**config.mk**
```make
export PLATFORM = sky130hd
export DESIGN_NAME = unpack_fifo
export DESIGN_NICKNAME = d
export VERILOG_FILES = /design/src/ddr3_arbit_pkg.sv /design/src/unpack_fifo.sv
export SDC_FILE = /design/constraint.sdc
export NUM_CORES = 2
export LEC_CHECK = 0
export ABC_CLOCK_PERIOD_IN_PS = 9600
export BUFFER_PORTS_ARGS = -buffer_cell sky130_fd_sc_hd__buf_2
export CORE_MARGIN = 2
export CORE_UTILIZATION = 50
export DETAILED_ROUTE_END_ITERATION = 8
export HOLD_SLACK_MARGIN = 0.06
export PLACE_DENSITY = 0.65
export SETUP_SLACK_MARGIN = 0.3
export SLEW_MARGIN = 20
export SYNTH_ARGS = -nofsm -noshare
export SYNTH_HDL_FRONTEND = slang
export SYNTH_SLANG_ARGS = --single-unit
```
**constraint.sdc**
```tcl
create_clock -name clk -period 9.6 [get_ports clk]
set_input_delay 0.48 -clock clk [delete_from_list [all_inputs] [get_ports clk]]
set_output_delay 0.48 -clock clk [all_outputs]
set_load 0.02 [all_outputs]
```
**src/ddr3_arbit_pkg.sv**
```systemverilog
package ddr3_arbit_pkg;

  // ------------------------------
  // widths
  // ------------------------------
  localparam int ADDR_WIDTH       = 28;                          // mig app address
  localparam int DATA_WIDTH       = 128;                         // one app beat
  localparam int DATA_IN_WIDTH    = 16;                          // user word
  localparam int WORDS_PER_BEAT   = DATA_WIDTH / DATA_IN_WIDTH;  // 8 words per beat
  localparam int WORD_IDX_WIDTH   = $clog2(WORDS_PER_BEAT);
  localparam int LEN_WIDTH        = 6;                           // beat counters, fifo counts

  // ------------------------------
  // buffering and bursts
  // ------------------------------
  localparam int PACK_DEPTH       = 16;                          // write beats held
  localparam int UNPACK_DEPTH     = 32;                          // read beats held
  localparam int PACK_PTR_WIDTH   = $clog2(PACK_DEPTH);
  localparam int UNPACK_PTR_WIDTH = $clog2(UNPACK_DEPTH);

  localparam logic [ADDR_WIDTH-1:0] ADDR_PER_BEAT = ADDR_WIDTH'(8);  // 8 x 16-bit columns
  localparam logic [LEN_WIDTH-1:0]  WR_BURST_LEN  = LEN_WIDTH'(1);
  localparam logic [LEN_WIDTH-1:0]  RD_BURST_LEN  = LEN_WIDTH'(16);

  // ------------------------------
  // types
  // ------------------------------
  typedef enum logic [2:0] {
    CMD_WRITE = 3'd0,  // mig write
    CMD_READ  = 3'd1   // mig read
  } app_cmd_e;

  typedef enum logic [1:0] {
    ST_IDLE,   // waiting for start
    ST_ISSUE,  // command on the bus
    ST_WAIT    // command taken, data still owed
  } burst_state_e;

  typedef struct packed {
    logic [ADDR_WIDTH-1:0] first;  // reload and wrap target
    logic [ADDR_WIDTH-1:0] last;   // window end
  } addr_window_t;

  typedef struct packed {
    logic                  en;
    app_cmd_e              cmd;
    logic [ADDR_WIDTH-1:0] addr;
  } app_req_t;  // 32 bits

endpackage
```
**src/unpack_fifo.sv**
```systemverilog
`timescale 1ns/100ps

module unpack_fifo (
  input  logic                                     clk,
  input  logic                                     rst_n,
  input  logic [ddr3_arbit_pkg::DATA_WIDTH-1:0]    din,
  input  logic                                     push,
  input  logic                                     pop,
  output logic [ddr3_arbit_pkg::DATA_IN_WIDTH-1:0] dout,
  output logic                                     empty,
  output logic [ddr3_arbit_pkg::LEN_WIDTH-1:0]     count
);

  logic [ddr3_arbit_pkg::DATA_WIDTH-1:0]       mem [ddr3_arbit_pkg::UNPACK_DEPTH];
  logic [ddr3_arbit_pkg::UNPACK_PTR_WIDTH-1:0] wptr;
  logic [ddr3_arbit_pkg::UNPACK_PTR_WIDTH-1:0] rptr;
  logic [ddr3_arbit_pkg::WORD_IDX_WIDTH-1:0]   widx;       // word within head beat
  logic                                        head_done;  // head beat fully read

  assign empty     = (count == '0);
  assign head_done = pop && (&widx);
  assign dout      = mem[rptr][widx*ddr3_arbit_pkg::DATA_IN_WIDTH +: ddr3_arbit_pkg::DATA_IN_WIDTH];

  always_ff @(posedge clk) begin
    if (push) mem[wptr] <= din;
  end

  always_ff @(posedge clk) begin
    if (!rst_n) begin
      widx  <= '0;
      wptr  <= '0;
      rptr  <= '0;
      count <= '0;
    end else begin
      if (pop) widx <= widx + 1'b1;  // wraps to 0 on head_done
      if (push) wptr <= wptr + 1'b1;
      if (head_done) rptr <= rptr + 1'b1;
      case ({push, head_done})
        2'b10:   count <= count + 1'b1;
        2'b01:   count <= count - 1'b1;
        default: count <= count;
      endcase
    end
  end

endmodule

```
; Word level (Yosys, flattened, before mapping)
; Memory sizes are Yosys's and may differ from the RTL's. A register that Yosys moved wholly into a read port is not among the register bits.
; Cells that the tools add are included.
; W data, S select, Z words.
[word_totals]
input_bits = 132
reg_bits = 19
n_memories = 1
ram_bits = 4096
output_inout_bits = 23
[classes]
reduce_logical = 4
shift = 1
addsub = 5
n_eq_ne = 2
mux = 5
[mem_list]
columns = memory, words, width, rd, rd_ports_with_merged_regs, write_ports, line_no
row1 = mem, 32, 128, 1, 1, 1, unpack_fifo.sv:14  ; logic [ddr3_arbit_pkg::DATA_WIDTH-1:0] mem [ddr3_arbit_pkg::UNPACK_DEPTH];
[ops]
columns = operator, n
row1 = $shiftx A128 B8 Y16, 1
row2 = $pmux W6 S2, 1
row3 = $add A5 B1 Y5 const B, 2
row4 = $mux W5, 2
row5 = $add A6 B1 Y6 const B, 1
row6 = $logic_not A6 Y1, 1
row7 = $sub A6 B1 Y6 const B, 1
row8 = $add A3 B1 Y3 const B, 1
row9 = $reduce_and A3 Y1, 1
row10 = $eq A2 B1 Y1 const B, 1
row11 = $eq A2 B2 Y1 const B, 1
row12 = $mux W1, 2
row13 = $reduce_bool A2 Y1, 1
row14 = $logic_and A1 B1 Y1, 1

; Depth between registers and ports, before layout
[depth]
depth_word = 4
mapped_depth = 14
depth_no_buf = 13

; Least setup slack after synthesis
; Ideal clock, no wire load.
[synth_path]
path_kind = input-to-reg
startpoint = input push
endpoint = memory mem[15][0] (netlist name) (enable)
slack_ns = 2.592
t_required_ns = 8.982
cell_stages = 3
setup_time_ns = 0.618
arrival_ns = 6.390
path_buffers = 1
cell_sequence = clkbuf_1 > nand2_1 > nor2_1
[synth_between]
elab_chain_cells = 2
[synth_lines]
columns = item, line_no
row1 = start: declaration, unpack_fifo.sv:7  ; input logic push,
row2 = $mux W1, unpack_fifo.sv:25  ; if (push) mem[wptr] <= din;
row3 = $mux W1 (not written as such), unpack_fifo.sv:25
row4 = end: declaration, unpack_fifo.sv:14
; Every way passes these cells.

==> run summary <==
clk_skew - 52.9 ps
worst vdd ir - 0.176 mV
WP buf/inv - 4
reg2reg path depth - 5
vias in the first global route - 80373
Die Y - 568 µm
antenna violations before repair - 52
Setup TNS - 0 ps
status - finished clean
Post-CTS Setup Inserts - 0
Reg2Reg Setup Slack - 5530 ps
cell mode on critical path - buf_4
GP Congestion - 0.792
syn avg cell area - 21.7 µm²
1st-iter DRT viols - 12074
Longest Clk Path Bufs - 4
CP Capture Type - output port
CTS tree - done
PD cells - 204 nW/µm²
Routed WL per cell - 35.7 µm
Final period util - 68.2%
YS warnings - 0
worst hold path cell count - 2
Seq/Total Area, Yosys - 77.7%
relative slew slack - 24.5%
final hold vios - 0
Largest delay share family, worst path - buffers and inverters
dpl ws - 3940 ps
largest net degree at the start of global routing - 129
gr ovfl total - 0
RR Endpoint - mem[7][119]
WP data required - 9120 ps
Clock Pin Slew Worst Setup and Hold Paths - 60 ps
count of pins over their slew limit - 0
largest fanout on the critical path - 30
commonest non-fill, non-tap cell in the layout - edfxtp_1
Residual DRC - 0
Tmin final - 6540 ps
# setup viols final - 0
EDFF count, synth - 4096
synthesized net count - 7463
vias per cell - 6.60
H-Tree Depth - 5
synthesized area - 159000 µm²
fin nets - 7957
maximum achievable frequency - 153 MHz
Routed WL - 440000 µm
Worst Path Class, Setup - flip-flop to output port
synth unique cells - 69
Root Buffer - clkbuf_16
drt pass-1 iters - 7
core region area - 315000 µm²
IO Count - 155
Post-synth ARST share - 0%
Total Routing Usage GR - 27.1%
# clock sinks - 4120
DPL Wire Length - 226000 µm
share of layout cells above drive strength 1 - 22.8%
WP data arrival - 6060 ps
Yosys reg bits - 4120
class of the worst hold path - flip-flop to flip-flop
first-pass GRT wire length - 616000 µm
Initial Util - 50.4%
Top FF cell, synth - edfxtp_1
Cell Chain, Critical Path - buf_4 -> buf_4 -> and2_1 -> buf_4 -> a221oi_1 -> o21ai_0 -> o221ai_1 -> a2111oi_1 -> a211o_1 -> a31oi_1 -> buf_2
worst flop-to-flop path startpoint - wptr[0]
Num CTS Buffers - 411
largest stage delay on the critical path - 830 ps
Syn Inst Count - 7321
number of I/O port buffers - 154
Worst Slack Setup Final - 3060 ps
Leakage - 53.6 nW
fillcell total - 23059
Cell Rows - 206
die width - 568 µm
transition time of the tightest slew-check pin - 1130 ps
hold_sp - rptr[1]
clock latency on the worst-skew pair - 940 ps
RSZ-0062 raised after global routing - false
commonest non-fill, non-tap cells in the layout - 4096 x edfxtp_1, 801 x mux4_2, 497 x mux2i_1
total die area - 322000 µm²
Layout area overhead - 12.6%
antenna-violating nets left - 0
critical path's slowest cell - a2111oi_1
Max-Cap Viols - 0
via count - 81441
Worst Setup Start Kind - flip-flop
## cells by family (layout without fill, tap and decap cells)
group           Yosys count  count (layout)  share of synthesized area, %
compound gates          740             740                          3.31
xor+xnor                 16              16                        0.0882
fa+ha+maj                10              10                        0.0787
buf+inv                 429            1271                          1.95
flops                  4120            4120                          77.7
mux                    1337            1337                          14.8
other cells               0              24                             0
simple gates            669             669                          2.06
## how the worst max path moves through the flow
stage | from | end | depth (start not counted)
6_report | flip-flop | dout[6] | 11
5_1_grt | flip-flop | dout[6] | 11
4_1_cts | flip-flop | dout[6] | 11
3_5_place_dp | flip-flop | dout[6] | 11
3_3_place_gp | flip-flop | dout[2] | 10
2_1_floorplan | push | mem[15][0] | 3
## synthesized netlist by cell type (45+ instances only)
master    instances  area, µm²
edfxtp_1       4096     123000
mux4_2          801      18000
mux2i_1         497       4970
a21oi_1         185        926
nand2_1         172        646
nor2_1          162        608
clkbuf_1        148        556
o221ai_1        146       1280
nor3_1          131        656
o22ai_1         104        651
buf_2           103        515
a22oi_1          67        503
a211oi_1         49        368
nor4_1           48        300
buf_6            45        507
## registers in the layout (all words and copies together) (netlist names), named ones only
signal / flops
count: 6
wptr: 5
rptr: 5
widx: 3
mem: 4096
## worst register-to-register path, delay by kind of cell, from the launching register on
| family | cells | cell delay (ps) |
|---|---|---|
| adders and majority gates | 1 | 170 |
| and+or+nand+nor | 2 | 1450 |
| buffers and inverters | 2 | 1620 |
| DFF | 1 | 420 |
## area by class of cell
| cell class | instances | area, µm² | share of cell area [%] |
|---|---|---|---|
| tap | 4160 | 5200 | 2.91 |
| sequential | 4120 | 123000 | 69.0 |
| clock inverter | 234 | 2440 | 1.36 |
| timing repair buffer | 499 | 4160 | 2.33 |
| multi-input combinational | 2772 | 32700 | 18.3 |
| clock buffer | 527 | 10800 | 6.05 |
| inverter | 11 | 51.3 | 0.0287 |
| antenna | 24 | 60.1 | 0.0336 |
## what timing repair did
item	CTS	global route
resized for setup	0	0
hold buffers	132	0
hold endpoints to repair	4029	0
## per-layer routing
| metal | global-route usage, % | wire length, µm | vias up |
|---|---|---|---|
| li1 | - | - | 32082 |
| met1 | 39.2 | 172000 | 43852 |
| met2 | 42.6 | 209000 | 4803 |
| met3 | 5.28 | 47400 | 674 |
| met4 | 6.98 | 11600 | 30 |
| met5 | 0 | 184 | - |
## power breakdown
group | internal (W) | switching, W | total [W]
combinational | 0.000188 | 0.000618 | 0.000806
sequential | 0.0199 | 0.0000353 | 0.0199
clock | 0.00895 | 0.00686 | 0.0158
## through the flow
stage               instance area, µm²  hold slack [ps]  total power (W)  util [%]  std cells
CTS                             179000              493           0.0367      56.7      12323
global placement                164000              487           0.0210      52.1      11426
detailed placement              164000              522           0.0210      52.1      11430
finish                          179000              538           0.0365      56.7      12347
floorplan                       159000              480           0.0205         -       7321
global route                    179000              553           0.0374      56.7      12337
No activity file was read; power rests on OpenSTA's default activity.
