**src/ddr3_arbit_pkg.sv**
```systemverilog
package ddr3_arbit_pkg;

  // ------------------------------
  // widths
  // ------------------------------
  localparam int ADDR_WIDTH       = 28;                          // mig app address
  localparam int DATA_WIDTH       = 128;                         // one app beat
  localparam int DATA_IN_WIDTH    = 16;                          // user word
  localparam int WORDS_PER_BEAT   = DATA_WIDTH / DATA_IN_WIDTH;  // 8 words per beat
  localparam int WORD_IDX_WIDTH   = $clog2(WORDS_PER_BEAT);
  localparam int LEN_WIDTH        = 6;                           // beat counters, fifo counts

  // ------------------------------
  // buffering and bursts
  // ------------------------------
  localparam int PACK_DEPTH       = 16;                          // write beats held
  localparam int UNPACK_DEPTH     = 32;                          // read beats held
  localparam int PACK_PTR_WIDTH   = $clog2(PACK_DEPTH);
  localparam int UNPACK_PTR_WIDTH = $clog2(UNPACK_DEPTH);

  localparam logic [ADDR_WIDTH-1:0] ADDR_PER_BEAT = ADDR_WIDTH'(8);  // 8 x 16-bit columns
  localparam logic [LEN_WIDTH-1:0]  WR_BURST_LEN  = LEN_WIDTH'(1);
  localparam logic [LEN_WIDTH-1:0]  RD_BURST_LEN  = LEN_WIDTH'(16);

  // ------------------------------
  // types
  // ------------------------------
  typedef enum logic [2:0] {
    CMD_WRITE = 3'd0,  // mig write
    CMD_READ  = 3'd1   // mig read
  } app_cmd_e;

  typedef enum logic [1:0] {
    ST_IDLE,   // waiting for start
    ST_ISSUE,  // command on the bus
    ST_WAIT    // command taken, data still owed
  } burst_state_e;

  typedef struct packed {
    logic [ADDR_WIDTH-1:0] first;  // reload and wrap target
    logic [ADDR_WIDTH-1:0] last;   // window end
  } addr_window_t;

  typedef struct packed {
    logic                  en;
    app_cmd_e              cmd;
    logic [ADDR_WIDTH-1:0] addr;
  } app_req_t;  // 32 bits

endpackage
```
**src/burst_arbiter.sv**
```systemverilog
`timescale 1ns/100ps

module burst_arbiter (
  input  logic                                 clk,
  input  logic                                 rst_n,
  input  logic                                 init_calib_complete,
  input  logic                                 rd_req,
  input  logic [ddr3_arbit_pkg::LEN_WIDTH-1:0] wr_count,  // beats waiting to go out
  input  logic [ddr3_arbit_pkg::LEN_WIDTH-1:0] rd_count,  // beats not yet consumed
  input  logic                                 wr_busy,
  input  logic                                 rd_busy,
  input  ddr3_arbit_pkg::app_req_t             wr_app,
  input  ddr3_arbit_pkg::app_req_t             rd_app,
  output logic                                 wr_start,
  output logic                                 rd_start,
  output ddr3_arbit_pkg::app_req_t             app
);

  logic can_start;
  logic wr_due;
  logic rd_due;

  // gate: calibrated, both engines idle, nothing in flight
  assign can_start = init_calib_complete && !wr_busy && !rd_busy && !wr_start && !rd_start;
  assign wr_due    = (wr_count >= ddr3_arbit_pkg::WR_BURST_LEN);
  assign rd_due    = rd_req && (rd_count < ddr3_arbit_pkg::RD_BURST_LEN);  // room for a burst

  always_ff @(posedge clk) begin
    if (!rst_n) begin
      wr_start <= 1'b0;
      rd_start <= 1'b0;
    end else begin
      wr_start <= can_start && wr_due;             // write wins
      rd_start <= can_start && !wr_due && rd_due;
    end
  end

  // writer owns the bus for its whole burst
  assign app = wr_busy ? wr_app : rd_app;

endmodule

```
**config.mk**
```make
export PLATFORM = sky130hd
export DESIGN_NAME = burst_arbiter
export DESIGN_NICKNAME = d
export VERILOG_FILES = /design/src/ddr3_arbit_pkg.sv /design/src/burst_arbiter.sv
export SDC_FILE = /design/constraint.sdc
export NUM_CORES = 1
export LEC_CHECK = 0
export BUFFER_PORTS_ARGS = -buffer_cell sky130_fd_sc_hd__buf_2
export CORE_MARGIN = 3
export CORE_UTILIZATION = 22
export CTS_CLUSTER_SIZE = 25
export DETAILED_ROUTE_END_ITERATION = 7
export PLACE_DENSITY = 0.79
export SYNTH_ARGS = -nofsm -noshare
export SYNTH_HDL_FRONTEND = slang
export SYNTH_SLANG_ARGS = --single-unit
```
**constraint.sdc**
```tcl
create_clock -name clk -period 1.4 [get_ports clk]
set_clock_uncertainty 0.05 [all_clocks]
set_input_delay 0.21 -clock clk [delete_from_list [all_inputs] [get_ports clk]]
set_output_delay 0.21 -clock clk [all_outputs]
set_load 0.005 [all_outputs]
```
# ---- Yosys cells after proc, flatten, opt, wreduce, memory -nomap -nowiden
# Cells that the tools add are included.
dict set report classes {
  mux 1
  reduce_logical 13
  order_cmp 2
}
# cell count
set op_table {}
lappend op_table {{$mux W32} 1}
lappend op_table {{$logic_and A1 B1 Y1} 8}
lappend op_table {{$ge A6 B1 Y1 const B} 1}
lappend op_table {{$lt A6 B5 Y1 const B} 1}
lappend op_table {{$logic_not A1 Y1} 5}
dict set report word_totals {
  register_bits 2
  word_cells 18
  output_inout_bits 34
  inputBits 82
}

# ---- Depth between registers and ports, before layout
dict set report depth {
  word_depth 7
  ltp_mapped 3
  depth_no_buf 2
}

# ---- Least setup slack after synthesis
# OpenSTA, ideal clock, no wires.
dict set report synth_path {
  path_type {in2reg}
  from {input wr_busy}
  to {register wr_start}
  arrival_time_ps 1151
  setup_ps 103
  slack_ps 96
  path_buffers 1
  cell_stages 3
  cell_sequence {buf_6 or4b_4 a2111oi_2}
}
dict set report synth_via {
  elab_chain_cells 6
}
# element line
set synth_lines {}
lappend synth_lines {{start: declaration} burst_arbiter.sv:10} ;# input logic wr_busy,
lappend synth_lines {{$logic_not A1 Y1} burst_arbiter.sv:24} ;# assign can_start = init_calib_complete && !wr_busy && !rd_busy && !wr_start && !rd_start;
lappend synth_lines {{$logic_and A1 B1 Y1 (4 in series)} burst_arbiter.sv:24}
lappend synth_lines {{$logic_and A1 B1 Y1} burst_arbiter.sv:33} ;# wr_start <= can_start && wr_due;
lappend synth_lines {{end signal: assignment} burst_arbiter.sv:33}
lappend synth_lines {{end: declaration} burst_arbiter.sv:14} ;# output logic wr_start,
# Every way passes these cells.
# A chain may end at the register's enable or synchronous reset.

# ---- Worst setup path after layout
dict set report layout_path {
  from {register rd_start}
  to {register rd_start}
}
dict set report layout_via {
  elab_chain_cells 4
}
# element line
set layout_lines {}
lappend layout_lines {{start: declaration} burst_arbiter.sv:15} ;# output logic rd_start,
lappend layout_lines {{start signal: assignment} burst_arbiter.sv:34} ;# rd_start <= can_start && !wr_due && rd_due;
lappend layout_lines {{$logic_not A1 Y1} burst_arbiter.sv:24}
lappend layout_lines {{$logic_and A1 B1 Y1} burst_arbiter.sv:24}
lappend layout_lines {{$logic_and A1 B1 Y1 (2 in series)} burst_arbiter.sv:34}
# Every way passes these cells.

==> flow_metrics.py <==
metrics = {
    "yosys": {
        "ys_seq_area_share_pct": 7.98,
        "syn_avg_cell_area_um2": 10.7,
        "mappedNetlistNets": 129,
        "synth_cells": 47,
        "synthesis.area_um2": 502,
        "synth_seq_cells": 2,
        "yosysUniqueCellTypes": 12,
        "synth_warnings": 0,
    },
    "detailed_routing": {
        "drt_pass1_iterations": 2,
        "first_iter_violations": 3,
        "routed_wl_um": 2210,
        "via_count": 827,
        "ant_nets": 0,
        "avgViaCountPerCell": 4.45,
        "wl_per_cell_um": 11.9,
        "drc_errors": 0,
    },
    "worst_setup_path": {
        "critPathMaxStageDelay_ps": 670,
        "crit_chain": "or4b_2 -> nor4_1",
        "rr_worst_depth": 2,
        "cp_top_family": "simple AND/OR/NAND/NOR gates",
        "cp.depth": 2,
        "worst-r2r-setup-slack_ps": 100,
        "cp_num_buf_inv": 0,
        "crit_fanout": 3,
        "reg2reg_from": "rd_start",
        "cp.arrival_ps": 1380,
        "critPathLaunchType": "flop",
        "cp.required_ps": 1470,
        "criticalPathCategory": "flop to flop",
        "crit_path_start": "rd_start",
        "cp_slowest_cell": "or4b_2",
        "crit_path_end_kind": "flop",
        "r2r-end": "rd_start",
    },
    "clocking": {
        "clk_latency_ps": 220,
        "ctsResizeCount": 0,
        "holdBufCountCts": 0,
        "clkSinkCount": 2,
        "clkTransAtPathRegs_ps": 30,
        "cts_tree": "built",
        "cts_root_buf": "clkbuf_4",
        "cts_max_level": 1,
        "clock_path_buffers": 2,
        "cts_buffers": 3,
        "postCtsSetupRepairBufs": 0,
    },
    "final_layout": {
        "area_growth_pct": 125,
        "antennaDiodeCount": 0,
        "finish.utilization_pct": 54.7,
        "drive_above_1_share_pct": 95.6,
        "fin_area_um2": 1130,
        "final_nets": 243,
        "layout_commonest_cell": "buf_2",
        "final_cell_mix": "buf_2, mux2_2, clkbuf_4",
    },
    "pwr": {
        "power_frac_clock_pct": 25.7,
        "power_frac_seq_pct": 12.1,
        "power_density_nw_per_um2": 431,
        "net-switching-power_mw": 0.131,
        "combPwrFrac_pct": 62.2,
        "p_leak_nw": 0.632,
        "internal-power_mw": 0.355,
        "ir_worst_vdd_mv": 0.611,
        "p_sw_share_pct": 27.0,
    },
    "run_status": {
        "outcome": "completed",
    },
    "global_route": {
        "grt_pass1_vias": 812,
        "grt_usage_pct": 13.8,
        "antenna_found_initial": 0,
        "grt_pass1_wl_um": 2990,
        "grt_max_degree": 18,
        "grt_overflow": 0,
    },
    "sta": {
        "setup_viol": 0,
        "tightest_slew_ps": 345,
        "timing.final.crit_share_pct": 93.2,
        "post-route-min-period_ps": 1300,
        "hold_viol": 0,
        "rsz0062_at_grt": "no",
        "max_freq_ghz": 0.767,
        "tns_ps": 0,
        "slew_headroom_pct": 76.8,
        "maxSlewViolCount": 0,
        "worst_hold_slack_ps": 195,
    },
    "floorplanning": {
        "fp.coreArea_um2": 2060,
        "dieArea_um2": 2890,
        "rows": 16,
        "boundaryPins": 116,
        "die_w_um": 53.8,
        "die_height_um": 53.8,
        "initial_core_util_pct": 24.3,
    },
    "placement": {
        "hpwl_um": 2030,
        "gp_congestion": 0.633,
        "placed_area_um2": 1100,
        "io_buffer_count": 111,
    },
    "min_path": {
        "min_from": "rst_n",
        "hp-class": "primary input to flop",
        "hold_depth": 3,
        "whs_endpoint": "wr_start",
    },
    "run": {
        "cap_violations": 0,
    },
}
## worst max path at each step
stage                     to  slack [ps]
global placement    wr_start          30
global route        rd_start          20
floorplan           wr_start         100
CTS                 rd_start          90
finish              rd_start         100
detailed placement  wr_start          20
## routing by layer
metal	track usage (%)	part of all wire, %
met1	12.0	31
met2	30.2	54
met3	1.94	14
met4	4.68	0.41
met5	0	0
## registers in the layout, summed over array words and instances, names as in the netlist
name	count
rd_start	1
wr_start	1
## metrics by stage
stage	setup slack [ps]	power (mW)	instances
final	95.6	0.486	186
after global routing	17.7	0.533	186
after CTS	86.5	0.499	186
after detailed placement	15.8	0.366	183
after global placement	34.7	0.355	183
after floorplan	96.0	0.182	47
## kinds of logic (layout without fill, tap and decap cells)
family                 Yosys count  after routing  synth area share (%)
multiplexers                    32             32                  71.8
AND/OR/NAND/NOR                  7              7                  11.2
buffers and inverters            5            117                  5.98
flip-flops                       2              2                  7.98
AO/OA/AOI/OAI                    1              1                  2.99
## cell usage after synthesis
| cell type | n | area, um^2 |
|---|---|---|
| or4b_4 | 1 | 13.8 |
| nor4_1 | 2 | 12.5 |
| inv_1 | 1 | 3.75 |
| buf_6 | 1 | 11.3 |
| buf_2 | 3 | 15.0 |
| or3b_2 | 1 | 8.76 |
| nor2_1 | 1 | 3.75 |
| dfxtp_1 | 2 | 40.0 |
| mux2_2 | 32 | 360 |
| or4_1 | 1 | 7.51 |
| or4b_2 | 1 | 10.0 |
| a2111oi_2 | 1 | 15.0 |
## power by group through the flow
stage / clock, mW / combinational (mW) / sequential, mW
finish: 0.125 / 0.302 / 0.0587
detailed placement: 0 / 0.306 / 0.0594
CTS: 0.132 / 0.308 / 0.0587
global placement: 0 / 0.296 / 0.0593
floorplan: 0 / 0.122 / 0.0594
global route: 0.140 / 0.334 / 0.0587
## tightest hold or removal path: stages
cell       delay (ps)
buf_2             100
inv_1              60
a2111oi_2          40
## cell type report
| class | instances | area, um^2 |
|---|---|---|
| Clock buffer | 3 | 22.5 |
| Fill cell | 193 | 935 |
| Inverter | 1 | 3.75 |
| Multi-Input combinational cell | 40 | 432 |
| Sequential cell | 2 | 40.0 |
| Tap cell | 27 | 33.8 |
| Timing Repair Buffer | 113 | 596 |
Note: power is estimated with default switching activity, not from simulation.
