<file path="src/ddr3_arbit_pkg.sv">
package ddr3_arbit_pkg;

  // ------------------------------
  // widths
  // ------------------------------
  localparam int ADDR_WIDTH       = 28;                          // mig app address
  localparam int DATA_WIDTH       = 128;                         // one app beat
  localparam int DATA_IN_WIDTH    = 16;                          // user word
  localparam int WORDS_PER_BEAT   = DATA_WIDTH / DATA_IN_WIDTH;  // 8 words per beat
  localparam int WORD_IDX_WIDTH   = $clog2(WORDS_PER_BEAT);
  localparam int LEN_WIDTH        = 6;                           // beat counters, fifo counts

  // ------------------------------
  // buffering and bursts
  // ------------------------------
  localparam int PACK_DEPTH       = 16;                          // write beats held
  localparam int UNPACK_DEPTH     = 32;                          // read beats held
  localparam int PACK_PTR_WIDTH   = $clog2(PACK_DEPTH);
  localparam int UNPACK_PTR_WIDTH = $clog2(UNPACK_DEPTH);

  localparam logic [ADDR_WIDTH-1:0] ADDR_PER_BEAT = ADDR_WIDTH'(8);  // 8 x 16-bit columns
  localparam logic [LEN_WIDTH-1:0]  WR_BURST_LEN  = LEN_WIDTH'(1);
  localparam logic [LEN_WIDTH-1:0]  RD_BURST_LEN  = LEN_WIDTH'(16);

  // ------------------------------
  // types
  // ------------------------------
  typedef enum logic [2:0] {
    CMD_WRITE = 3'd0,  // mig write
    CMD_READ  = 3'd1   // mig read
  } app_cmd_e;

  typedef enum logic [1:0] {
    ST_IDLE,   // waiting for start
    ST_ISSUE,  // command on the bus
    ST_WAIT    // command taken, data still owed
  } burst_state_e;

  typedef struct packed {
    logic [ADDR_WIDTH-1:0] first;  // reload and wrap target
    logic [ADDR_WIDTH-1:0] last;   // window end
  } addr_window_t;

  typedef struct packed {
    logic                  en;
    app_cmd_e              cmd;
    logic [ADDR_WIDTH-1:0] addr;
  } app_req_t;  // 32 bits

endpackage
</file>
<file path="src/pack_fifo.sv">
`timescale 1ns/100ps

module pack_fifo (
  input  logic                                    clk,
  input  logic                                    rst_n,
  input  logic [ddr3_arbit_pkg::DATA_IN_WIDTH-1:0] din,
  input  logic                                    din_vld,
  input  logic                                    pop,
  output logic [ddr3_arbit_pkg::DATA_WIDTH-1:0]    dout,
  output logic [ddr3_arbit_pkg::LEN_WIDTH-1:0]     count
);

  logic [ddr3_arbit_pkg::WORDS_PER_BEAT-1:0][ddr3_arbit_pkg::DATA_IN_WIDTH-1:0] stage;
  logic [ddr3_arbit_pkg::WORDS_PER_BEAT-1:0][ddr3_arbit_pkg::DATA_IN_WIDTH-1:0] stage_nxt;
  logic [ddr3_arbit_pkg::DATA_WIDTH-1:0]       mem [ddr3_arbit_pkg::PACK_DEPTH];
  logic [ddr3_arbit_pkg::PACK_PTR_WIDTH-1:0]   wptr;
  logic [ddr3_arbit_pkg::PACK_PTR_WIDTH-1:0]   rptr;
  logic [ddr3_arbit_pkg::WORD_IDX_WIDTH-1:0]   widx;  // next word slot
  logic                                        push;

  always_comb begin
    stage_nxt       = stage;
    stage_nxt[widx] = din;  // low word lands first
  end

  assign push = din_vld && (&widx);  // eighth word completes the beat
  assign dout = mem[rptr];           // fwft head

  always_ff @(posedge clk) begin
    if (din_vld) stage <= stage_nxt;
  end

  always_ff @(posedge clk) begin
    if (push) mem[wptr] <= stage_nxt;
  end

  always_ff @(posedge clk) begin
    if (!rst_n) begin
      widx  <= '0;
      wptr  <= '0;
      rptr  <= '0;
      count <= '0;
    end else begin
      if (din_vld) widx <= widx + 1'b1;
      if (push) wptr <= wptr + 1'b1;
      if (pop) rptr <= rptr + 1'b1;
      case ({push, pop})
        2'b10:   count <= count + 1'b1;
        2'b01:   count <= count - 1'b1;
        default: count <= count;  // both or neither
      endcase
    end
  end

endmodule

</file>
<file path="config.mk">
export PLATFORM = sky130hd
export DESIGN_NAME = pack_fifo
export DESIGN_NICKNAME = d
export VERILOG_FILES = /design/src/ddr3_arbit_pkg.sv /design/src/pack_fifo.sv
export SDC_FILE = /design/constraint.sdc
export NUM_CORES = 2
export LEC_CHECK = 0
export BUFFER_PORTS_ARGS = -buffer_cell sky130_fd_sc_hd__buf_2
export CORE_MARGIN = 8
export CORE_UTILIZATION = 55
export DETAILED_ROUTE_END_ITERATION = 7
export PLACE_DENSITY = 0.82
export REMOVE_ABC_BUFFERS = 1
export SETUP_SLACK_MARGIN = 0.15
export SLEW_MARGIN = 0
export SYNTH_ARGS = -nofsm -noshare
export SYNTH_HDL_FRONTEND = slang
export SYNTH_SLANG_ARGS = --single-unit
</file>
<file path="constraint.sdc">
create_clock -name clk -period 14.6 [get_ports clk]
set_input_delay 0 -clock clk [delete_from_list [all_inputs] [get_ports clk]]
set_output_delay 0 -clock clk [all_outputs]
set_load 0.05 [all_outputs]
</file>
Word-level counts from Yosys, hierarchy flattened
Memories as Yosys holds them, arrays and structs flattened. A register that Yosys moved wholly into a read port is not among the register bits.
Cells that the tools add are included.
- bits in registers: 145
- memory bits (writable): 2048
- input port bits: 20
- output and inout port bits: 134
- memories kept: 1
- $add $sub $neg: 5
- $lt $le $gt $ge: 2
- equal/unequal tests: 2
- multiplexer cells: 8
- reduce and logical (&&, ||, !) cells: 4
- memories (memory ; words ; bits a word ; rd ports ; clocked after Yosys merged registers in ; wr ports ; line ; source):
    mem ; 16 ; 128 ; 1 ; 1 ; 1 ; pack_fifo.sv:15 ; logic [ddr3_arbit_pkg::DATA_WIDTH-1:0] mem [ddr3_arbit_pkg::PACK_DEPTH];
- operators with widths (kind ; number):
    128-bit bitwise mux ; 1
    16-bit demux with 3-bit select ; 1
    16-bit two-way mux ; 1
    6-bit case mux with 2 select lines ; 1
    4-bit by 1-bit adder with 4-bit output (second input constant) ; 2
    4-bit two-way mux ; 2
    6-bit by 1-bit adder with 6-bit output (second input constant) ; 1
    6-bit by 1-bit subtractor with 6-bit output (second input constant) ; 1
    3-bit by 4-bit less-than comparator with 1-bit output (second input constant) ; 1
    3-bit by 1-bit adder with 3-bit output (second input constant) ; 1
    3-bit by 1-bit >= comparator with 1-bit output (second input constant) ; 1
    3-bit AND reduction ; 1
    2-bit by 1-bit == test with 1-bit output (second input constant) ; 1
    2-bit == test (second input constant) ; 1
    1-bit logical AND ; 2
    1-bit two-way mux ; 2
    2-bit nonzero test ; 1

Logic depth before layout (Yosys ltp)
- depth in word-level cells: 5
- gate-level depth with buffers: 13

Worst setup path before layout
OpenSTA, ideal clock, no wires.
- path kind: register -> register
- from: register widx[0] (netlist bit)
- to: memory mem[3][0] (netlist bit), enable pin
- arrival time: 9736 ps
- required time: 13828 ps
- setup slack: 4092 ps
- stages on the path, launching flop included: 7
- path buffers: 1
- period minus slack after synthesis: 10508 ps
- cells stage by stage: dfxtp_1 -> ha_1 -> ha_1 -> and2_1 -> clkbuf_1 -> nand2_1 -> nor3_1
- cells in the longest elaborated chain, start to end: 4
- RTL lines (what ; line ; source):
    start: declaration ; pack_fifo.sv:18 ; logic [ddr3_arbit_pkg::WORD_IDX_WIDTH-1:0] widx;
    start signal: assignment ; pack_fifo.sv:44 ; if (din_vld) widx <= widx + 1'b1;
    3-bit AND reduction ; pack_fifo.sv:26 ; assign push = din_vld && (&widx);
    1-bit logical AND ; pack_fifo.sv:26 ;
    1-bit two-way mux ; pack_fifo.sv:34 ; if (push) mem[wptr] <= stage_nxt;
    1-bit two-way mux (not written as such) ; pack_fifo.sv:34 ;
    end: declaration ; pack_fifo.sv:15 ;
Every way passes these cells.

==> out/metrics.csv <==
metric,value,unit
first-pass GRT wire length,300300,um
Via density,6.787,
die area,0.1635,mm2
port buffer count,153,
Worst slew margin,17.71,%
Post-Syn Instances,3545,
initial core utilization,55.40,%
Total Power,13.24,mW
Final Worst Setup Slack,8.781,ns
Placement Setup Slack,9.394,ns
grt ovf,0,
"EDFF count, synth",2176,
DP Area,0.08603,mm2
Yosys reg bits,2197,
initial antenna violation count,13,
"Cell Area, Synth",0.08297,mm2
register area share after synthesis,79.26,%
DRC errors left,0,
setup TNS,0,ns
Rows,142,
Setup crit start kind,flip-flop,
"Async S/R FF share, synth",0,%
Die X,404.4,um
Pre-antenna DRT Iters,8,
status,"finished, final reports clean",
Pwr Density,142.9,mW/mm2
Register Area,0.06577,mm2
sequential power share,53.4,%
placed cell count,5598,
Cell Int Power,10.27,mW
Comb power frac,7.0,%
CTS tree,built,
Slew @ Worst Pin,1.234,ns
skew final,0.03508,ns
H-Tree Depth,4,
crit path time final,5.819,ns
share of layout cells above drive strength 1,29.83,%
Net Sw Frac,22.46,%
leakage power,28.56,nW
WP data required,14.60,ns
P_sw,2.975,mW
Initial DRC Count,5984,
most frequent cell after synthesis,edfxtp_1,
vias in the first global route,42364,
Worst Path Max Fanout,126,
RSZ-0062 raised after global routing,false,
Ports,154,
share of Yosys cell area claimed by the top area cell type,78.75,%
max-cap violations,0,
reg2reg start,widx[0],
Total GRT Usage,25.69,%
Synth area leaders,"edfxtp_1 79%, mux4_2 14%, mux2_2 1.8%",
CTS resizes,0,
Post-CTS Setup Bufs,0,
Tcrit/Tclk final,39.86,%
Longest Clk Path Bufs,3,
Min-Delay Path Class,input port to flip-flop,
most instantiated cells after synthesis,"2176 x edfxtp_1, 512 x mux4_2, 129 x a22oi_1, 129 x mux2_2, 129 x o22ai_1",
max-slew violation count,0,
Synth cell types,43,
endpoints failing hold,0,
Die Ht,404.4,um
f_max,171.8,MHz
part of the power in the clock network,39.6,%
warning count from the yosys run,0,
Clock Sinks,2197,
wire per inst,35.60,um
core footprint,0.1498,mm2
largest net degree at the start of global routing,165,
Non-Filler Instances,5989,
CP endpoint kind,primary output,
WHS,0.08757,ns
clock root buffer,clkbuf_16,
top cell type by total area after synthesis,edfxtp_1,
clock buffer count from CTS,200,
Worst EP arrival,5.82,ns
Filler cells,9285,
worst skew pair latency,0.84,ns
Multi-input gate area,0.01629,mm2
final core utilization,61.87,%
"Top FF cell, synth",edfxtp_1,
Via Count,40647,
worst setup path class,flip-flop to primary output,
setup violators final,0,
Detail Route Antenna Nets,0,
Worst VDD drop,128.4,uV
clock slew at reported path FFs,0.07,ns
area grow syn2layout,11.69,%
worst hold start,din[7],
Detailed Route WL,213200,um
Syn Area/Cell,23.40,um2
finished layout cell area,0.09267,mm2
Final GP Congestion,0.7426,
dpl hpwl,97250,um
Final #Nets,3828,
-- layer usage --
| metal | vias to the layer above | global-route usage, % | share of wire, % |
|---|---|---|---|
| met3 | 583 | 8.085 | 14 |
| met4 | 12 | 11.36 | 4.7 |
| li1 | 15658 | - | - |
| met1 | 21026 | 32.05 | 33 |
| met2 | 3368 | 41.72 | 49 |
| met5 | - | 0 | 0.035 |
-- power groups by stage --
stage / sequential (mW) / combinational [mW] / clock, mW
floorplan: 7.29 / 0.922 / 0
global placement: 7.20 / 0.891 / 0
detailed placement: 7.21 / 0.915 / 0
CTS: 7.07 / 0.936 / 5.27
global route: 7.07 / 0.980 / 5.49
finish: 7.07 / 0.933 / 5.24
-- cells in the final DEF (no fill, tap or decap), drive strengths merged, types with 18 or more instances in the layout --
| master | instances |
|---|---|
| a22oi | 129 |
| nand2 | 77 |
| edfxtp | 2176 |
| mux4 | 512 |
| nor2 | 79 |
| bufinv | 18 |
| clkinv | 74 |
| buf | 228 |
| mux2 | 129 |
| o22ai | 129 |
| dfxtp | 21 |
| clkbuf | 258 |
-- final timing paths --
kind	depth (start not counted)	to	slack, ns
setup / recovery	7	dout[80]	8.78
hold / removal	2	mem[0][39]	0.09
setup reg to reg	8	mem[3][63]	9.70
hold reg to reg	2	count[3]	0.56
-- layout make-up --
type	instances	share of cell area, %
Timing Repair Buffer	242	1.686
Tap cell	2016	2.722
Clock buffer	258	5.748
Clock inverter	112	1.248
Multi-Input combinational cell	1153	17.58
Inverter	4	0.01620
Sequential cell	2197	70.98
Antenna cell	7	0.01890
-- logic make-up (layout without fill, tap and decap cells) --
kind of cell             count (synthesis)  in the layout  share of synthesized area [%]
AO/OA/AOI/OAI                          270            270                          2.239
AND/OR/NAND/NOR                        215            215                          1.197
multiplexers                           647            647                          15.72
buffers and inverters                  195            616                          1.313
XOR/XNOR                                11             11                         0.1161
flip-flops                            2197           2197                          79.26
adder cells (fa/ha/maj)                 10             10                         0.1508
other                                    0              7                              0
-- flip-flops by register name (all words and copies together), names as in the netlist, named ones only --
name   cells
mem     2048
stage    128
count      6
rptr       4
wptr       4
widx       3
-- critical path: stages (launching register included) --
cell	delay, ns
dfxtp_4	1.05
buf_12	0.71
buf_12	0.85
buf_4	0.91
mux4_2	0.62
a22oi_1	0.27
nand2_1	0.16
buf_2	0.24
-- timing repair --
item | in CTS | in global routing
endpoints found under the hold margin | 910 | 0
setup endpoints to repair | 0 | 0
hold buffers | 14 | 0
Power figures use the tool's default switching activity.
