**config.mk**
```make
export PLATFORM = sky130hd
export DESIGN_NAME = burst_reader
export DESIGN_NICKNAME = d
export VERILOG_FILES = /design/src/ddr3_arbit_pkg.sv /design/src/burst_reader.sv
export SDC_FILE = /design/constraint.sdc
export NUM_CORES = 1
export LEC_CHECK = 0
export BUFFER_PORTS_ARGS = -buffer_cell sky130_fd_sc_hd__buf_2
export CORE_AREA = 2 2 126 128
export DETAILED_ROUTE_END_ITERATION = 16
export DIE_AREA = 0 0 128 130
export PLACE_DENSITY = 0.63
export REMOVE_ABC_BUFFERS = 1
export SYNTH_ARGS = -nofsm -noshare
export SYNTH_HDL_FRONTEND = slang
export SYNTH_SLANG_ARGS = --single-unit
```
**constraint.sdc**
```tcl
create_clock -name clk -period 2.23 [get_ports clk]
set_input_delay 0.446 -clock clk [delete_from_list [all_inputs] [get_ports clk]]
set_output_delay 0.446 -clock clk [all_outputs]
set_load 0.05 [all_outputs]
```
**src/ddr3_arbit_pkg.sv**
```systemverilog
package ddr3_arbit_pkg;

  // ------------------------------
  // widths
  // ------------------------------
  localparam int ADDR_WIDTH       = 28;                          // mig app address
  localparam int DATA_WIDTH       = 128;                         // one app beat
  localparam int DATA_IN_WIDTH    = 16;                          // user word
  localparam int WORDS_PER_BEAT   = DATA_WIDTH / DATA_IN_WIDTH;  // 8 words per beat
  localparam int WORD_IDX_WIDTH   = $clog2(WORDS_PER_BEAT);
  localparam int LEN_WIDTH        = 6;                           // beat counters, fifo counts

  // ------------------------------
  // buffering and bursts
  // ------------------------------
  localparam int PACK_DEPTH       = 16;                          // write beats held
  localparam int UNPACK_DEPTH     = 32;                          // read beats held
  localparam int PACK_PTR_WIDTH   = $clog2(PACK_DEPTH);
  localparam int UNPACK_PTR_WIDTH = $clog2(UNPACK_DEPTH);

  localparam logic [ADDR_WIDTH-1:0] ADDR_PER_BEAT = ADDR_WIDTH'(8);  // 8 x 16-bit columns
  localparam logic [LEN_WIDTH-1:0]  WR_BURST_LEN  = LEN_WIDTH'(1);
  localparam logic [LEN_WIDTH-1:0]  RD_BURST_LEN  = LEN_WIDTH'(16);

  // ------------------------------
  // types
  // ------------------------------
  typedef enum logic [2:0] {
    CMD_WRITE = 3'd0,  // mig write
    CMD_READ  = 3'd1   // mig read
  } app_cmd_e;

  typedef enum logic [1:0] {
    ST_IDLE,   // waiting for start
    ST_ISSUE,  // command on the bus
    ST_WAIT    // command taken, data still owed
  } burst_state_e;

  typedef struct packed {
    logic [ADDR_WIDTH-1:0] first;  // reload and wrap target
    logic [ADDR_WIDTH-1:0] last;   // window end
  } addr_window_t;

  typedef struct packed {
    logic                  en;
    app_cmd_e              cmd;
    logic [ADDR_WIDTH-1:0] addr;
  } app_req_t;  // 32 bits

endpackage
```
**src/burst_reader.sv**
```systemverilog
`timescale 1ns/100ps

module burst_reader (
  input  logic                                  clk,
  input  logic                                  rst_n,
  input  logic                                  start,
  input  logic [ddr3_arbit_pkg::ADDR_WIDTH-1:0] burst_addr,
  input  logic                                  app_rdy,
  input  logic [ddr3_arbit_pkg::DATA_WIDTH-1:0] app_rd_data,
  input  logic                                  app_rd_data_valid,
  output ddr3_arbit_pkg::app_req_t              app,
  output logic                                  push,
  output logic [ddr3_arbit_pkg::DATA_WIDTH-1:0] beat,
  output logic                                  busy,
  output logic                                  done
);

  ddr3_arbit_pkg::burst_state_e          state;
  logic [ddr3_arbit_pkg::LEN_WIDTH-1:0]  iss_cnt;  // commands accepted
  logic [ddr3_arbit_pkg::LEN_WIDTH-1:0]  ret_cnt;  // beats returned
  logic [ddr3_arbit_pkg::ADDR_WIDTH-1:0] cur_addr;
  logic                                  cmd_acc;

  assign busy    = (state != ddr3_arbit_pkg::ST_IDLE);
  assign cmd_acc = app.en && app_rdy;
  assign push    = app_rd_data_valid && busy;
  assign beat    = app_rd_data;  // always a full beat
  assign app     = '{en: (state == ddr3_arbit_pkg::ST_ISSUE),
                     cmd: ddr3_arbit_pkg::CMD_READ, addr: cur_addr};

  always_ff @(posedge clk) begin
    if (start) cur_addr <= burst_addr;
    else if (cmd_acc) cur_addr <= cur_addr + ddr3_arbit_pkg::ADDR_PER_BEAT;
  end

  // ------------------------------
  // issue and return tracking
  // ------------------------------
  always_ff @(posedge clk) begin
    if (!rst_n) begin
      state   <= ddr3_arbit_pkg::ST_IDLE;
      iss_cnt <= '0;
      ret_cnt <= '0;
      done    <= 1'b0;
    end else begin
      done <= 1'b0;
      case (state)
        ddr3_arbit_pkg::ST_IDLE: begin
          iss_cnt <= '0;
          ret_cnt <= '0;
          if (start) state <= ddr3_arbit_pkg::ST_ISSUE;
        end
        ddr3_arbit_pkg::ST_ISSUE: begin
          if (cmd_acc) begin
            iss_cnt <= iss_cnt + 1'b1;
            if (iss_cnt == ddr3_arbit_pkg::RD_BURST_LEN - 1'b1) begin
              state <= ddr3_arbit_pkg::ST_WAIT;  // all issued, data in flight
            end
          end
        end
        ddr3_arbit_pkg::ST_WAIT: ;  // closed by the last return
        default: state <= ddr3_arbit_pkg::ST_IDLE;
      endcase
      if (push) begin
        ret_cnt <= ret_cnt + 1'b1;
        if (ret_cnt == ddr3_arbit_pkg::RD_BURST_LEN - 1'b1) begin
          state <= ddr3_arbit_pkg::ST_IDLE;
          done  <= 1'b1;
        end
      end
    end
  end

endmodule

```
**Word level (Yosys, flattened, before mapping)**

Cells that the tools add are included.

- Logic and storage cells: 35
- Register bits: 43

- Add/sub/neg operators: 3
- Mux-type cells: 13
- Eq/ne operators: 5
- Reduce and logical (&&, ||, !) cells: 9

Operators with widths:

| operator | count |
|---|---|
| 28-bit 2-to-1 mux | 2 |
| 28-bit by 4-bit adder with 28-bit output (second input constant) | 1 |
| 6-bit 2-to-1 mux | 3 |
| 6-bit by 1-bit adder with 6-bit output (second input constant) | 2 |
| 6-bit by 4-bit equality test with 1-bit output (second input constant) | 2 |
| 6-bit case mux with 2 select lines | 1 |
| 2-bit 2-to-1 mux | 5 |
| 2-bit nonzero test | 4 |
| 2-bit case mux with 3 select lines | 1 |
| 2-bit AND reduction | 2 |
| 2-bit by 1-bit equality test with 1-bit output (second input constant) | 1 |
| 2-bit equality test (second input constant) | 1 |
| 1-bit logical AND | 2 |
| 2-bit zero test | 1 |
| 2-bit by 1-bit != test with 1-bit output (second input constant) | 1 |
| 1-bit 2-to-1 mux | 1 |

**Logic depth before layout (Yosys ltp)**

- Word-level depth: 6
- Gate-level depth with buffers: 6

**Worst setup path before layout**

Ideal clock, no wire load.

- Path kind: register -> register
- Start: register cur_addr[13] (netlist name)
- End: register cur_addr[24] (netlist name), data pin
- Data arrival time: 1.999 ns
- Required time: 1.971 ns
- Cell stages (with the launch flop): 7
- Library setup time: 0.259 ns
- Path slack: -0.028 ns
- Path through: edfxtp_1 nand4_1 or3_1 buf_2 buf_4 o21a_1 o31a_1

- Word-level cells in the longest chain between the ends: 3

RTL lines:

| what | line | RTL |
|---|---|---|
| start, declared | burst_reader.sv:21 | `logic [ddr3_arbit_pkg::ADDR_WIDTH-1:0] cur_addr;` |
| start signal, assigned | burst_reader.sv:32 | `if (start) cur_addr <= burst_addr;` |
| start signal, assigned | burst_reader.sv:33 | `else if (cmd_acc) cur_addr <= cur_addr + ddr3_arbit_pkg::ADDR_PER_BEAT;` |
| 28-bit by 4-bit adder with 28-bit output | burst_reader.sv:33 |  |
| 28-bit 2-to-1 mux | burst_reader.sv:33 |  |
| 28-bit 2-to-1 mux | burst_reader.sv:32 |  |

Every way passes these cells. The select of a mux whose other input is x is not followed.
A chain may end at the register's enable or synchronous reset.

**Worst setup path in the final report**

- Start: register cur_addr[3] (netlist name)
- End: register cur_addr[27] (netlist name), data pin

The elaborated chain is that of the path after synthesis.

==> run summary <==
Switch share = 32.6%
Post-synthesis async set-or-reset flop share = 0%
Post-DR wirelength/cell = 52.1 um
TritonRoute pass-1 iters = 4
Combinational power share = 20.8%
Layout Nets = 472
CTS Root Cell = clkbuf_16
Layout cells sized above 1 = 26.5%
Die Y = 130 um
Setup Viol. Count Final = 0
Final design utilization = 19.5%
Synthesized area per cell = 8.80 um^2
Core area = 0.0154 mm^2
Reg clk slew, reported paths = 0.07 ns
Data arrival time of the critical path = 2.18 ns
Routed vias = 2532
GP Congestion = 1.18
First-pass GRT wire length = 30.7 mm
Chip width = 128 um
Fill cells = 1737
Leading cell type in the layout, fill and taps excluded = buf_2
Mapped Area = 0.00326 mm^2
Area delta synth->final = -7.86%
Number of remaining DRC errors = 0
CP Launch Type = register
Drt total wl = 26.3 mm
Synth area leaders = buf_4 (30%), edfxtp_1 (26%), dfxtp_1 (9.2%)
Setup Crit Path Kind = reg2reg
Core Rows = 46
Antenna viol nets, final = 0
Initial core utilization = 21.2%
Min cycle time layout = 2.04 ns
Sequential power share = 44.5%
Critical path capture point type = register
Hold slack = 0.438 ns
Internal = 0.00148 W
Area taken by multi-input logic gates = 0.00109 mm^2
Port Buffer Count = 64
Starting DRT DRC Count = 141
Post-synthesis sequential area ratio = 35.0%
Hold Path Class = in2reg
Switching pwr = 0.000717 W
FF/Latch Area = 0.00114 mm^2
Vias per inst = 5.02
Setup bufs post-CTS = 0
Hold Path Stages = 3
Seq cells post-synth = 43
YS warnings = 0
Top FF cell, synth = edfxtp_1
Pins Over Slew Limit = 0
Vias in the first global route = 2276
Commonest cells after routing, fill and taps aside = buf_2 (64), nand2_1 (32), edfxtp_1 (28), o21ai_0 (23), nor2_1 (18)
Leak = 1.09 nW
Inserted Clock Buffers = 5
Synthesized instance count = 371
Number of synthesized flops with an enable pin = 28
Maxcap violations = 0
Die ar. = 0.0166 mm^2
Clock share of power = 34.8%
Critical Path Fanout Max = 7
Placed cell area = 0.00285 mm^2
Placed wire-length estimate = 24.5 mm
Total GRT Usage = 30.7%
Status = completed
Leading area contributor after synthesis = buf_4
Synth top area share = 30.4%
Ports = 324
H-tree depth = 2
Final instance area = 0.00301 mm^2
CTS max path bufs = 2
RSZ-0062 raised after global routing = false
Initial antenna violation count = 5
Worst-case vdd ir drop = 0.317 mV
PwrDens = 731 mW/mm^2
Synth cell types = 39
Grt ovf = 0
TritonCTS clock tree = built
Clk_lat worst skew = 0.29 ns
Total Neg Setup Slack = 0 ns
Clk_skew = 0.0117 ns
Final period util = 91.4%
WP data required = 2.37 ns
CTS sink count = 43
Final hold violations = 0
F_max = 0.490 GHz
Reg2Reg Depth = 5
Total power = 0.00220 W
Largest net degree at the start of global routing = 27
==> critical path: stages (launching register included) <==
cell      delay, ns
edfxtp_1       0.43
ha_1           0.24
and3_1         0.34
nand2_1        0.20
or4_1          0.50
a31oi_1        0.18
==> worst paths after layout <==
path / start / endpoint / slack [ns]
setup / recovery: cur_addr[3]$_DFFE_PN_ / cur_addr[27]$_DFFE_PN_ / 0.19
hold reg to reg: ret_cnt[5]$_SDFFE_PN0P_ / ret_cnt[5]$_SDFFE_PN0P_ / 0.49
setup reg to reg: cur_addr[3]$_DFFE_PN_ / cur_addr[27]$_DFFE_PN_ / 0.19
hold / removal: burst_addr[11] / cur_addr[11]$_DFFE_PN_ / 0.44
==> through the flow <==
stage                     std cells  setup WS (ns)
after CTS                       501          0.129
final                           504          0.191
after floorplan                 231        -0.0493
after global routing            503         0.0131
after detailed placement        493          0.155
after global placement          493          0.199
==> synthesized netlist by cell type (2+ instances only) <==
library cell and instances:
nand4_1 7, nand2_1 32, or3_1 4, and4_1 2
buf_4 132, nor2_1 18, a31oi_1 10, nor4_1 6
and3_1 3, xor2_1 9, o21ai_0 23, nor3_1 4
o31ai_1 6, ha_1 3, edfxtp_1 28, nand2b_1 2
conb_1 2, and2_1 6, xnor2_1 10, inv_1 3
dfxtp_1 15, mux2i_1 2, or4_1 6, nand3_1 14
clkbuf_1 8, nor2b_1 2, a21oi_1 2
==> state kept, by name, indices dropped and copies added (netlist names) <==
register and count:
cur_addr 28, done 1, ret_cnt 6, state 2, iss_cnt 6
==> routing by layer <==
layer  track usage [%]  vias to the layer above  wire length [um]
met5              7.35                        -               116
li1                  -                     1025                 -
met3              43.5                       67              7770
met2              52.2                      330             12500
met4              16.6                        8              1810
met1              13.3                     1102              4120
==> cell type report <==
cell class,count,share of cell area (%)
repair buffers,70,12.2
well taps,192,7.99
flip-flops and latches,43,38.0
diodes,3,0.250
clock inverters,1,0.166
inverters,4,0.499
clock buffers,7,4.74
multi-input cells,184,36.2
==> timing repair <==
| item | in CTS | in global routing |
|---|---|---|
| resized for setup | 0 | 1 |
| setup endpoints to repair | 0 | 1 |
| hold buffers | 0 | 0 |
==> kinds of logic (layout without fill, tap and decap cells) <==
kind of cell | count (synthesis) | count (layout) | synth area share, %
and+or+nand+nor | 111 | 111 | 17.6
other | 2 | 6 | 0.230
adders and majority gates | 3 | 3 | 1.15
xor gates and xnor gates | 19 | 19 | 5.10
DFF | 43 | 43 | 35.0
buffers and inverters | 145 | 82 | 31.9
muxes | 3 | 3 | 0.959
AOI/OAI and AO/OA | 45 | 45 | 8.09
==> power by group through the flow <==
| stage | logic (W) | clock network (W) | registers, W |
|---|---|---|---|
| 6_report | 0.000457 | 0.000765 | 0.000978 |
| 2_1_floorplan | 0.000137 | 0 | 0.00115 |
| 3_3_place_gp | 0.000456 | 0 | 0.000989 |
| 3_5_place_dp | 0.000457 | 0 | 0.000992 |
| 5_1_grt | 0.000487 | 0.000801 | 0.000986 |
| 4_1_cts | 0.000458 | 0.000774 | 0.000976 |
No activity file was read; power rests on OpenSTA's default activity.
